## src/softmax_config.svh

```systemverilog
// ~~~~~~~~~~~~~~~~~~~~~~~~~~~~~~~~~~~~~~~~
// Softmax configuration
// Tile size, lane counts, widths and divider setup
// ~~~~~~~~~~~~~~~~~~~~~~~~~~~~~~~~~~~~~~~~
`ifndef SOFTMAX_CONFIG_SVH
`define SOFTMAX_CONFIG_SVH

// Tile edge, also the stream lane count
`define SOFT_M 8

// Lanes per accumulate beat
`define SOFT_N 4

// Column tiles per block
`define SOFT_MAX_TILES 4

`define SOFT_SUM_W 16

// External dividers and the FIFO that feeds them
`define SOFT_NUM_DIV 2
`define SOFT_FIFO_DEPTH 8

// Divider numerator, the quotient takes half of it
`define SOFT_DIV_NUMER_W 16

`endif

```

## src/softmax_ctrl_pkg.sv

```systemverilog
// ~~~~~~~~~~~~~~~~~~~~~~~~~~~~~~~~~~~~~~~~
// Softmax control types
// Row, beat and tile counters, divider index
// ~~~~~~~~~~~~~~~~~~~~~~~~~~~~~~~~~~~~~~~~
`include "softmax_config.svh"

package softmax_ctrl_pkg;

  typedef logic [$clog2(`SOFT_M)-1:0] row_t;
  typedef logic [$clog2(`SOFT_M / `SOFT_N)-1:0] beat_t;
  typedef logic [$clog2(`SOFT_MAX_TILES)-1:0] tile_t;

  // Sequence length up to the full block width
  typedef logic [$clog2(`SOFT_M * `SOFT_MAX_TILES):0] len_t;

  typedef logic [$clog2(`SOFT_NUM_DIV)-1:0] div_sel_t;

endpackage

```

## src/softmax_data_pkg.sv

```systemverilog
// ~~~~~~~~~~~~~~~~~~~~~~~~~~~~~~~~~~~~~~~~
// Softmax data types
// Scores, shifts, sums and inverses
// ~~~~~~~~~~~~~~~~~~~~~~~~~~~~~~~~~~~~~~~~
`include "softmax_config.svh"

package softmax_data_pkg;

  typedef logic signed [7:0] score_t;

  // 15 marks a lane that adds nothing
  typedef logic [3:0] shift_t;

  typedef logic [`SOFT_SUM_W-1:0] sum_t;
  typedef logic [`SOFT_DIV_NUMER_W/2-1:0] inv_t;
  typedef logic [7:0] out_t;

  // Shift approximation of exp(lo - hi), d / 32 rounded on bit 4
  function automatic shift_t shift_of(score_t hi, score_t lo);
    logic [7:0] diff;
    diff = hi - lo;
    return shift_t'(diff[7:5]) + shift_t'(diff[4]);
  endfunction

endpackage

```

## src/softmax_beat_counter.sv

```systemverilog
// ~~~~~~~~~~~~~~~~~~~~~~~~~~~~~~~~~~~~~~~~
// Softmax beat counter
// Places accumulate and stream strobes in the block
// ~~~~~~~~~~~~~~~~~~~~~~~~~~~~~~~~~~~~~~~~
`include "softmax_config.svh"

module softmax_beat_counter (
  input  logic                    clk_i,
  input  logic                    rst_ni,
  input  logic                    acc_en_i,
  input  logic                    stream_en_i,
  input  softmax_ctrl_pkg::tile_t tile_count_i,
  output softmax_ctrl_pkg::row_t  acc_row_o,
  output softmax_ctrl_pkg::beat_t acc_beat_o,
  output softmax_ctrl_pkg::tile_t acc_tile_o,
  output logic                    acc_last_o,
  output softmax_ctrl_pkg::row_t  stream_row_o,
  output softmax_ctrl_pkg::tile_t stream_tile_o
);

  localparam softmax_ctrl_pkg::row_t last_row = softmax_ctrl_pkg::row_t'(`SOFT_M - 1);
  localparam softmax_ctrl_pkg::beat_t last_beat =
    softmax_ctrl_pkg::beat_t'(`SOFT_M / `SOFT_N - 1);

  softmax_ctrl_pkg::row_t  acc_row_q;
  softmax_ctrl_pkg::row_t  stream_row_q;
  softmax_ctrl_pkg::beat_t acc_beat_q;
  softmax_ctrl_pkg::tile_t acc_tile_q;
  softmax_ctrl_pkg::tile_t stream_tile_q;
  softmax_ctrl_pkg::tile_t last_tile;

  // A tile count of zero wraps to the full tile range
  assign last_tile = tile_count_i - 1'b1;

  // Accumulate order is tile, then row, then beat
  always_ff @(posedge clk_i or negedge rst_ni) begin
    if (!rst_ni) begin
      acc_row_q  <= '0;
      acc_beat_q <= '0;
      acc_tile_q <= '0;
    end else if (acc_en_i) begin
      acc_beat_q <= acc_beat_q + 1'b1;
      if (acc_beat_q == last_beat) begin
        acc_beat_q <= '0;
        acc_row_q  <= acc_row_q + 1'b1;
        if (acc_row_q == last_row) begin
          acc_row_q  <= '0;
          acc_tile_q <= (acc_tile_q == last_tile) ? '0 : acc_tile_q + 1'b1;
        end
      end
    end
  end

  // Stream walks all tiles of a row before the next row
  always_ff @(posedge clk_i or negedge rst_ni) begin
    if (!rst_ni) begin
      stream_row_q  <= '0;
      stream_tile_q <= '0;
    end else if (stream_en_i) begin
      stream_tile_q <= stream_tile_q + 1'b1;
      if (stream_tile_q == last_tile) begin
        stream_tile_q <= '0;
        stream_row_q  <= (stream_row_q == last_row) ? '0 : stream_row_q + 1'b1;
      end
    end
  end

  assign acc_row_o     = acc_row_q;
  assign acc_beat_o    = acc_beat_q;
  assign acc_tile_o    = acc_tile_q;
  assign acc_last_o    = (acc_tile_q == last_tile) && (acc_beat_q == last_beat);
  assign stream_row_o  = stream_row_q;
  assign stream_tile_o = stream_tile_q;

  assert property (@(posedge clk_i) disable iff (!rst_ni) !(acc_en_i && stream_en_i))
    else $error("accumulate and stream strobes overlap");

endmodule

```

## src/softmax_div_dispatch.sv

```systemverilog
// ~~~~~~~~~~~~~~~~~~~~~~~~~~~~~~~~~~~~~~~~
// Softmax division dispatch
// Sum FIFO, round-robin dividers, inverse writeback
// ~~~~~~~~~~~~~~~~~~~~~~~~~~~~~~~~~~~~~~~~
`include "softmax_config.svh"

module softmax_div_dispatch (
  input  logic                                       clk_i,
  input  logic                                       rst_ni,
  input  logic                                       push_i,
  input  softmax_data_pkg::sum_t                     push_sum_i,
  input  logic [`SOFT_NUM_DIV-1:0]                   div_ready_i,
  input  logic [`SOFT_NUM_DIV-1:0]                   div_valid_i,
  input  softmax_data_pkg::inv_t [`SOFT_NUM_DIV-1:0] div_quot_i,
  output logic [`SOFT_NUM_DIV-1:0]                   div_valid_o,
  output logic [`SOFT_NUM_DIV-1:0]                   div_ready_o,
  output softmax_data_pkg::sum_t                     div_sum_o,
  output logic                                       inv_we_o,
  output softmax_ctrl_pkg::row_t                     inv_row_o,
  output softmax_data_pkg::inv_t                     inv_o,
  output logic                                       softmax_done_o
);

  localparam int unsigned ptr_w = $clog2(`SOFT_FIFO_DEPTH);
  localparam softmax_ctrl_pkg::div_sel_t last_div =
    softmax_ctrl_pkg::div_sel_t'(`SOFT_NUM_DIV - 1);
  localparam softmax_ctrl_pkg::row_t last_row = softmax_ctrl_pkg::row_t'(`SOFT_M - 1);

  softmax_data_pkg::sum_t     fifo_mem [`SOFT_FIFO_DEPTH];
  logic [ptr_w-1:0]           wr_ptr_q, rd_ptr_q;
  logic [ptr_w:0]             count_q;
  logic [$clog2(`SOFT_M):0]   owed_q;
  logic                       full, empty, pop, wb;
  softmax_ctrl_pkg::div_sel_t snd_q, rcv_q;
  softmax_ctrl_pkg::row_t     wb_row_q;
  logic                       done_q;

  assign full  = count_q == (ptr_w + 1)'(`SOFT_FIFO_DEPTH);
  assign empty = count_q == '0;
  assign pop   = !empty && div_ready_i[snd_q];
  // Only accept a quotient while one is owed
  assign wb    = div_valid_i[rcv_q] && (owed_q != '0);

  always_comb begin
    div_valid_o        = '0;
    div_ready_o        = '0;
    div_valid_o[snd_q] = !empty;
    div_ready_o[rcv_q] = owed_q != '0;
  end

  assign div_sum_o      = fifo_mem[rd_ptr_q];
  assign inv_we_o       = wb;
  assign inv_row_o      = wb_row_q;
  assign inv_o          = div_quot_i[rcv_q];
  assign softmax_done_o = done_q;

  always_ff @(posedge clk_i) begin
    if (push_i) begin
      fifo_mem[wr_ptr_q] <= push_sum_i;
    end
  end

  always_ff @(posedge clk_i or negedge rst_ni) begin
    if (!rst_ni) begin
      wr_ptr_q <= '0;
      rd_ptr_q <= '0;
      count_q  <= '0;
      owed_q   <= '0;
      snd_q    <= '0;
      rcv_q    <= '0;
      wb_row_q <= '0;
      done_q   <= 1'b0;
    end else begin
      count_q <= count_q + push_i - pop;
      owed_q  <= owed_q + pop - wb;
      done_q  <= 1'b0;
      if (push_i) begin
        wr_ptr_q <= wr_ptr_q + 1'b1;
      end
      if (pop) begin
        rd_ptr_q <= rd_ptr_q + 1'b1;
        snd_q    <= (snd_q == last_div) ? '0 : snd_q + 1'b1;
      end
      // Quotients come back in feed order, one row after another
      if (wb) begin
        rcv_q    <= (rcv_q == last_div) ? '0 : rcv_q + 1'b1;
        wb_row_q <= (wb_row_q == last_row) ? '0 : wb_row_q + 1'b1;
        done_q   <= wb_row_q == last_row;
      end
    end
  end

  assert property (@(posedge clk_i) disable iff (!rst_ni) push_i |-> !full)
    else $error("row sum pushed into a full FIFO");

endmodule

```

## src/softmax_max_sum.sv

```systemverilog
// ~~~~~~~~~~~~~~~~~~~~~~~~~~~~~~~~~~~~~~~~
// Softmax max and sum pipeline
// Running row maximum and shifted exponent sum
// ~~~~~~~~~~~~~~~~~~~~~~~~~~~~~~~~~~~~~~~~
`include "softmax_config.svh"

module softmax_max_sum (
  input  logic                                  clk_i,
  input  logic                                  rst_ni,
  input  logic                                  acc_en_i,
  input  softmax_data_pkg::score_t [`SOFT_N-1:0] acc_score_i,
  input  logic [`SOFT_N-1:0]                    acc_mask_i,
  input  softmax_ctrl_pkg::row_t                acc_row_i,
  input  softmax_ctrl_pkg::beat_t               acc_beat_i,
  input  softmax_ctrl_pkg::tile_t               acc_tile_i,
  input  logic                                  acc_last_i,
  input  softmax_ctrl_pkg::len_t                seq_len_i,
  output softmax_ctrl_pkg::row_t                rd_row_o,
  input  softmax_data_pkg::score_t              rd_max_i,
  input  softmax_data_pkg::sum_t                rd_sum_i,
  output logic                                  wr_en_o,
  output softmax_ctrl_pkg::row_t                wr_row_o,
  output softmax_data_pkg::score_t              wr_max_o,
  output softmax_data_pkg::sum_t                wr_sum_o,
  output logic                                  push_o,
  output softmax_data_pkg::sum_t                push_sum_o
);

  logic                                   s1_valid_q, s2_valid_q;
  logic                                   s1_first_q, s1_last_q, s2_last_q;
  softmax_ctrl_pkg::row_t                 s1_row_q, s2_row_q;
  softmax_data_pkg::score_t [`SOFT_N-1:0] s1_score_q;
  logic [`SOFT_N-1:0]                     pad, s1_pad_q;
  softmax_data_pkg::score_t               old_max, new_max, s2_max_q;
  softmax_data_pkg::sum_t                 old_sum, s2_old_sum_q, s3_sum;
  softmax_data_pkg::shift_t [`SOFT_N-1:0] lane_shift, s2_shift_q;
  softmax_data_pkg::shift_t               sum_shift, s2_sum_shift_q;

  // S1 padding beyond the sequence or under the mask
  always_comb begin
    for (int i = 0; i < `SOFT_N; i++) begin
      pad[i] = acc_mask_i[i] ||
               (int'(acc_tile_i) * `SOFT_M + int'(acc_beat_i) * `SOFT_N + i >= int'(seq_len_i));
    end
  end

  assign rd_row_o = s1_row_q;

  // S2 picks the old state, S3 wins over the store for the same row
  always_comb begin
    if (s1_first_q) begin
      old_max = 8'sh80;
      old_sum = '0;
    end else if (s2_valid_q && s2_row_q == s1_row_q) begin
      old_max = s2_max_q;
      old_sum = s3_sum;
    end else begin
      old_max = rd_max_i;
      old_sum = rd_sum_i;
    end
    new_max = old_max;
    for (int i = 0; i < `SOFT_N; i++) begin
      if (!s1_pad_q[i] && s1_score_q[i] > new_max) begin
        new_max = s1_score_q[i];
      end
    end
    for (int i = 0; i < `SOFT_N; i++) begin
      lane_shift[i] = s1_pad_q[i] ? 4'hF : softmax_data_pkg::shift_of(new_max, s1_score_q[i]);
    end
    sum_shift = softmax_data_pkg::shift_of(new_max, old_max);
  end

  // S3 rescales the old sum and adds 256 >> shift per lane
  always_comb begin
    s3_sum = s2_old_sum_q >> s2_sum_shift_q;
    for (int i = 0; i < `SOFT_N; i++) begin
      s3_sum = s3_sum + (softmax_data_pkg::sum_t'(256) >> s2_shift_q[i]);
    end
  end

  always_ff @(posedge clk_i or negedge rst_ni) begin
    if (!rst_ni) begin
      s1_valid_q <= 1'b0;
      s2_valid_q <= 1'b0;
    end else begin
      s1_valid_q <= acc_en_i;
      s2_valid_q <= s1_valid_q;
    end
  end

  always_ff @(posedge clk_i) begin
    s1_row_q       <= acc_row_i;
    s1_first_q     <= (acc_tile_i == '0) && (acc_beat_i == '0);
    s1_last_q      <= acc_last_i;
    s1_score_q     <= acc_score_i;
    s1_pad_q       <= pad;
    s2_row_q       <= s1_row_q;
    s2_last_q      <= s1_last_q;
    s2_max_q       <= new_max;
    s2_old_sum_q   <= old_sum;
    s2_shift_q     <= lane_shift;
    s2_sum_shift_q <= sum_shift;
  end

  // Last beat keeps its maximum for streaming, the sum goes to division
  assign wr_en_o    = s2_valid_q;
  assign wr_row_o   = s2_row_q;
  assign wr_max_o   = s2_max_q;
  assign wr_sum_o   = s3_sum;
  assign push_o     = s2_valid_q && s2_last_q;
  assign push_sum_o = s3_sum;

endmodule

```

## src/softmax_row_store.sv

```systemverilog
// ~~~~~~~~~~~~~~~~~~~~~~~~~~~~~~~~~~~~~~~~
// Softmax row store
// Per-row maximum and sum, later the inverse
// ~~~~~~~~~~~~~~~~~~~~~~~~~~~~~~~~~~~~~~~~
`include "softmax_config.svh"

module softmax_row_store (
  input  logic                     clk_i,
  input  logic                     rst_ni,
  input  logic                     acc_we_i,
  input  softmax_ctrl_pkg::row_t   acc_row_i,
  input  softmax_data_pkg::score_t acc_max_i,
  input  softmax_data_pkg::sum_t   acc_sum_i,
  input  logic                     inv_we_i,
  input  softmax_ctrl_pkg::row_t   inv_row_i,
  input  softmax_data_pkg::inv_t   inv_i,
  input  softmax_ctrl_pkg::row_t   acc_raddr_i,
  input  softmax_ctrl_pkg::row_t   stream_raddr_i,
  output softmax_data_pkg::score_t acc_max_o,
  output softmax_data_pkg::sum_t   acc_sum_o,
  output softmax_data_pkg::score_t stream_max_o,
  output softmax_data_pkg::inv_t   stream_inv_o
);

  softmax_data_pkg::score_t max_mem [`SOFT_M];
  softmax_data_pkg::sum_t   sum_mem [`SOFT_M];

  always_ff @(posedge clk_i) begin
    if (acc_we_i) begin
      max_mem[acc_row_i] <= acc_max_i;
      sum_mem[acc_row_i] <= acc_sum_i;
    end
    // Quotient replaces the finished sum
    if (inv_we_i) begin
      sum_mem[inv_row_i] <= softmax_data_pkg::sum_t'(inv_i);
    end
  end

  assign acc_max_o    = max_mem[acc_raddr_i];
  assign acc_sum_o    = sum_mem[acc_raddr_i];
  assign stream_max_o = max_mem[stream_raddr_i];
  assign stream_inv_o = softmax_data_pkg::inv_t'(sum_mem[stream_raddr_i]);

  assert property (@(posedge clk_i) disable iff (!rst_ni)
    !(acc_we_i && inv_we_i && acc_row_i == inv_row_i))
    else $error("accumulate and inverse write hit the same row");

endmodule

```

## src/softmax_stream.sv

```systemverilog
// ~~~~~~~~~~~~~~~~~~~~~~~~~~~~~~~~~~~~~~~~
// Softmax stream stage
// Scales one row segment by the row inverse
// ~~~~~~~~~~~~~~~~~~~~~~~~~~~~~~~~~~~~~~~~
`include "softmax_config.svh"

module softmax_stream (
  input  logic                                  clk_i,
  input  logic                                  rst_ni,
  input  logic                                  stream_en_i,
  input  softmax_data_pkg::score_t [`SOFT_M-1:0] stream_score_i,
  input  softmax_ctrl_pkg::row_t                stream_row_i,
  input  softmax_ctrl_pkg::tile_t               stream_tile_i,
  input  softmax_ctrl_pkg::len_t                seq_len_i,
  input  softmax_data_pkg::score_t              row_max_i,
  input  softmax_data_pkg::inv_t                row_inv_i,
  output logic                                  stream_valid_o,
  output softmax_data_pkg::out_t [`SOFT_M-1:0]  stream_o
);

  softmax_data_pkg::out_t [`SOFT_M-1:0] lane_d, stream_q;
  logic                                 row_off;
  logic                                 valid_q;

  // Rows and columns past the sequence stream zeros
  always_comb begin
    row_off = int'(stream_row_i) >= int'(seq_len_i);
    for (int i = 0; i < `SOFT_M; i++) begin
      if (row_off || int'(stream_tile_i) * `SOFT_M + i >= int'(seq_len_i)) begin
        lane_d[i] = '0;
      end else begin
        lane_d[i] = softmax_data_pkg::out_t'(
          row_inv_i >> softmax_data_pkg::shift_of(row_max_i, stream_score_i[i]));
      end
    end
  end

  always_ff @(posedge clk_i or negedge rst_ni) begin
    if (!rst_ni) begin
      valid_q <= 1'b0;
    end else begin
      valid_q <= stream_en_i;
    end
  end

  always_ff @(posedge clk_i) begin
    if (stream_en_i) begin
      stream_q <= lane_d;
    end
  end

  assign stream_valid_o = valid_q;
  assign stream_o       = stream_q;

endmodule

```

## src/softmax_top.sv

```systemverilog
// ~~~~~~~~~~~~~~~~~~~~~~~~~~~~~~~~~~~~~~~~
// Softmax top
// Integer softmax of one attention-score block
// ~~~~~~~~~~~~~~~~~~~~~~~~~~~~~~~~~~~~~~~~
`include "softmax_config.svh"

module softmax_top (
  input  logic                                       clk_i,
  input  logic                                       rst_ni,
  input  softmax_ctrl_pkg::len_t                     seq_len_i,
  input  softmax_ctrl_pkg::tile_t                    tile_count_i,
  input  logic                                       acc_en_i,
  input  softmax_data_pkg::score_t [`SOFT_N-1:0]      acc_score_i,
  input  logic [`SOFT_N-1:0]                         acc_mask_i,
  output logic [`SOFT_NUM_DIV-1:0]                   div_valid_o,
  input  logic [`SOFT_NUM_DIV-1:0]                   div_ready_i,
  output softmax_data_pkg::sum_t                     div_sum_o,
  input  logic [`SOFT_NUM_DIV-1:0]                   div_valid_i,
  output logic [`SOFT_NUM_DIV-1:0]                   div_ready_o,
  input  softmax_data_pkg::inv_t [`SOFT_NUM_DIV-1:0] div_quot_i,
  output logic                                       softmax_done_o,
  input  logic                                       stream_en_i,
  input  softmax_data_pkg::score_t [`SOFT_M-1:0]      stream_score_i,
  output logic                                       stream_valid_o,
  output softmax_data_pkg::out_t [`SOFT_M-1:0]        stream_o
);

  softmax_ctrl_pkg::row_t   acc_row, stream_row, rd_row, wr_row, inv_row;
  softmax_ctrl_pkg::beat_t  acc_beat;
  softmax_ctrl_pkg::tile_t  acc_tile, stream_tile;
  logic                     acc_last, wr_en, push, inv_we;
  softmax_data_pkg::score_t rd_max, wr_max, stream_max;
  softmax_data_pkg::sum_t   rd_sum, wr_sum, push_sum;
  softmax_data_pkg::inv_t   inv, stream_inv;

  softmax_beat_counter i_beat_counter (
    .clk_i, .rst_ni, .acc_en_i, .stream_en_i, .tile_count_i,
    .acc_row_o    (acc_row),
    .acc_beat_o   (acc_beat),
    .acc_tile_o   (acc_tile),
    .acc_last_o   (acc_last),
    .stream_row_o (stream_row),
    .stream_tile_o(stream_tile)
  );

  softmax_row_store i_row_store (
    .clk_i, .rst_ni,
    .acc_we_i      (wr_en),
    .acc_row_i     (wr_row),
    .acc_max_i     (wr_max),
    .acc_sum_i     (wr_sum),
    .inv_we_i      (inv_we),
    .inv_row_i     (inv_row),
    .inv_i         (inv),
    .acc_raddr_i   (rd_row),
    .stream_raddr_i(stream_row),
    .acc_max_o     (rd_max),
    .acc_sum_o     (rd_sum),
    .stream_max_o  (stream_max),
    .stream_inv_o  (stream_inv)
  );

  softmax_max_sum i_max_sum (
    .clk_i, .rst_ni, .acc_en_i, .acc_score_i, .acc_mask_i, .seq_len_i,
    .acc_row_i (acc_row),
    .acc_beat_i(acc_beat),
    .acc_tile_i(acc_tile),
    .acc_last_i(acc_last),
    .rd_row_o  (rd_row),
    .rd_max_i  (rd_max),
    .rd_sum_i  (rd_sum),
    .wr_en_o   (wr_en),
    .wr_row_o  (wr_row),
    .wr_max_o  (wr_max),
    .wr_sum_o  (wr_sum),
    .push_o    (push),
    .push_sum_o(push_sum)
  );

  softmax_div_dispatch i_div_dispatch (
    .clk_i, .rst_ni, .div_ready_i, .div_valid_i, .div_quot_i,
    .div_valid_o, .div_ready_o, .div_sum_o, .softmax_done_o,
    .push_i    (push),
    .push_sum_i(push_sum),
    .inv_we_o  (inv_we),
    .inv_row_o (inv_row),
    .inv_o     (inv)
  );

  softmax_stream i_stream (
    .clk_i, .rst_ni, .stream_en_i, .stream_score_i, .seq_len_i,
    .stream_valid_o, .stream_o,
    .stream_row_i (stream_row),
    .stream_tile_i(stream_tile),
    .row_max_i    (stream_max),
    .row_inv_i    (stream_inv)
  );

endmodule

```

## config.mk

```make
export PLATFORM = sky130hd
export DESIGN_NAME = softmax_top
export DESIGN_NICKNAME = d
export VERILOG_FILES = /design/src/softmax_ctrl_pkg.sv /design/src/softmax_data_pkg.sv /design/src/softmax_beat_counter.sv /design/src/softmax_div_dispatch.sv /design/src/softmax_max_sum.sv /design/src/softmax_row_store.sv /design/src/softmax_stream.sv /design/src/softmax_top.sv
export VERILOG_INCLUDE_DIRS = /design/src /design/src/src
export SDC_FILE = /design/constraint.sdc
export NUM_CORES = 1
export LEC_CHECK = 0
export CAP_MARGIN = 20
export CORE_ASPECT_RATIO = 1.25
export CORE_MARGIN = 2
export CORE_UTILIZATION = 55
export CTS_CLUSTER_DIAMETER = 120
export DETAILED_ROUTE_END_ITERATION = 8
export DONT_BUFFER_PORTS = 1
export PLACE_DENSITY = 0.73
export SYNTH_ARGS = -nofsm -noshare
export SYNTH_HDL_FRONTEND = slang
export SYNTH_HIERARCHICAL = 1
export SYNTH_SLANG_ARGS = --single-unit
export TNS_END_PERCENT = 10
```

## constraint.sdc

```tcl
create_clock -name clk_i -period 21.1 [get_ports clk_i]
set_clock_uncertainty 0.2 [all_clocks]
set_input_delay 3.165 -clock clk_i [delete_from_list [all_inputs] [get_ports clk_i]]
set_output_delay 3.165 -clock clk_i [all_outputs]
set_load 0.005 [all_outputs]
```

==> out/qor.txt <==
run status = finished, final reports clean
# IOs = 218
Clock Tree Buf Depth = 3
Layout area overhead = 7.27%
largest net degree at the start of global routing = 70
Synth Instances = 2,599
CTS H-tree depth = 2
endpoint arrival time on the critical path = 14,030 ps
sequential area share after synthesis = 45.0%
CTS Hold Bufs = 0
vias in the first global route = 20,900
total CTS buffers = 50
drt initial violations = 1,430
Die ar. = 0.0565 mm^2
Pre-Repair DR Iteration Count = 7
CP startpoint = i_max_sum/rd_row_o[2]$_DFF_P_
RePlAce Congestion = 0.932
postcts setup bufs = 0
worst hold-check path type = flop to flop
crit-path max cell delay = 870 ps
reg-to-reg startpoint = i_max_sum/rd_row_o[2]$_DFF_P_
Tcrit/Tclk final = 65.0%
initial antenna violation count = 6
commonest non-fill, non-tap cells in the layout = edfxtp_1 (320), nand2_1 (246), a21oi_1 (178)
CTS tree = yes
Port Buffers = 0
Skew-Pair Late Insertion Delay = 620 ps
clk root buf = clkbuf_16
Final Util = 59.9%
syn avg cell area = 11.6 um^2
WP depth = 53
Slew @ Worst Pin = 1110 ps
CTS clk-pin slew, worst paths = 60 ps
Hold Crit Depth = 0
Post-Synthesis Cell Area = 0.0300 mm^2
final setup vio count = 0
Fmax achieved = 72.9 MHz
Total Wirelength = 76.3 mm
DRC viols = 0
Post-synth EDFFs = 320
Initial Util = 55.8%
Placeable Area = 0.0538 mm^2
Post-DRT Antenna Nets = 0
HP Start = i_max_sum/s1_last_q$_DFF_P_
CP max stage cell = a211oi_1
CP most frequent cell = ha_1
total grt overflow = 0
clock sinks = 507
setup_tns = 0 ps
Worst Setup End Kind = flop
crit path kind = flop to flop
routed vias = 20,600
share of layout cells above drive strength 1 = 14.1%
Req. time, crit path = 21,410 ps
Synth async-reset ratio = 6.71%
worst rel slew slack = 26.2%
DP HPWL = 54.6 mm
ys flop type = edfxtp_1
R2R cell count = 53
wire per inst = 23.1 um
DIE HEIGHT = 265 um
RSZ-0062 raised after global routing = no
Buffers & Inverters on Critical Path = 3
commonest non-fill, non-tap cell in the layout = edfxtp_1
Synth Warn # = 6
Total Routing Usage GR = 26.8%
post-synth net total = 2,936
crit path time final = 13,720 ps
maxcap violations = 0
fin nets = 2,866
final hold viol count = 0
Resize count post-CTS = 0
first-pass GRT wire length = 116 mm
row cnt = 95
distinct cell type count after synthesis = 103
Die W = 213 um
Yosys reg bits = 507
delay-heaviest family, CP = compound AO/OA/AOI/OAI gates
vias per inst = 6.24
Final Max Tran Viols = 0
startpoint type of the worst setup path = flop
worst-path maximum fanout = 50
-- cell families (layout without fill, tap and decap cells) --
kind of cell               after synthesis  count (layout)  synth area share [%]
muxes                                  293             293                  15.9
and+or+nand+nor                        686             686                  11.1
buffers and inverters                  310             282                  4.53
xor gates and xnor gates               110             110                  3.33
DFF                                    507             507                  45.0
AOI/OAI and AO/OA                      487             487                  10.9
adders and majority gates              206             206                  9.27
other                                    0               4                     0
-- flip-flops by register name, indices dropped and copies added, names as in the netlist, 4 cells and up --
signal,cells
i_div_dispatch/fifo_mem,128
i_max_sum/s1_score_q,32
i_max_sum/wr_max_o,8
i_row_store/max_mem,64
i_max_sum/s2_old_sum_q,16
i_div_dispatch/owed_q,4
i_div_dispatch/count_q,4
i_row_store/sum_mem,128
i_max_sum/s2_sum_shift_q,4
i_max_sum/s2_shift_q,16
i_max_sum/s1_pad_q,4
i_stream/stream_o,64
-- cells in the mapped netlist, drive strengths merged, types with 6 or more instances --
library cell	n	area, um^2
o31ai	7	71.3
and2	15	95.1
nor3	51	260
nor3b	9	67.6
o22ai	11	68.8
or3	9	56.3
a31o	6	52.6
fa	28	561
a21oi	181	917
mux2	92	1050
and3	6	37.5
nand2	246	923
a211oi	26	205
nor2b	44	275
buf	96	551
a21o	42	315
xnor2	76	673
or2	17	106
nand4	9	56.3
nor4	6	37.5
inv	157	589
ha	177	2210
mux4	128	2980
nand2b	53	339
a21boi	9	67.6
nand3	28	140
clkbuf	52	196
o211ai	10	75.1
a31oi	12	90.1
nand3b	7	52.6
a211o	7	61.3
a22o	64	561
mux2i	73	747
xor2	32	280
dfxtp	153	3060
dfrtp	34	851
edfxtp	320	9610
nor2	153	577
o21a	12	90.1
o21ai	63	319
-- worst reg2reg max path, delay by kind of cell, from the launching register on --
family | cells | cell delay (ps)
AOI/OAI and AO/OA | 25 | 6600
xor gates and xnor gates | 3 | 450
adders and majority gates | 7 | 2090
buffers and inverters | 3 | 880
DFF | 1 | 310
muxes | 1 | 360
and+or+nand+nor | 14 | 2730
-- final timing paths --
path	endpoint	slack (ps)
min in group asynchronous	i_div_dispatch/inv_row_o[1]$_DFFE_PN0P_	2040
setup reg to reg	i_max_sum/s2_shift_q[14]$_SDFF_PP1_	7380
hold / removal	i_max_sum/s2_last_q$_DFF_P_	140
hold reg to reg	i_max_sum/s2_last_q$_DFF_P_	140
setup / recovery	i_max_sum/s2_shift_q[14]$_SDFF_PP1_	7380
max in group asynchronous	i_max_sum/wr_en_o$_DFF_PN0_	18570
-- per-stage QoR --
step	setup WS [ps]	cells	hold slack, ps	instance area, um^2
global route	6290	3302	154	32200
CTS	7570	3293	147	32200
global placement	8100	3198	122	30400
floorplan	9460	2599	110	30000
finish	7380	3302	143	32200
detailed placement	7660	3199	132	30400
-- routing by layer --
layer	track usage [%]	vias up	wire length [um]
met2	46.8	732	39000
met5	0	-	0
met4	14.7	0	3890
li1	-	9437	-
met3	4.52	180	4840
met1	31.3	10200	28600
-- layout make-up --
cell class                      count  area [um^2]
Fill cell                        4170        21600
Multi-Input combinational cell   1782        15200
Sequential cell                   507        13500
Clock buffer                       61         1380
Tap cell                          727          910
Inverter                          162          613
Clock inverter                     33          359
Timing Repair Buffer               26          206
Antenna cell                        4         10.0
Power is not shown: default switching activity piles up to over one toggle a cycle in this logic, so the estimate is an artifact.
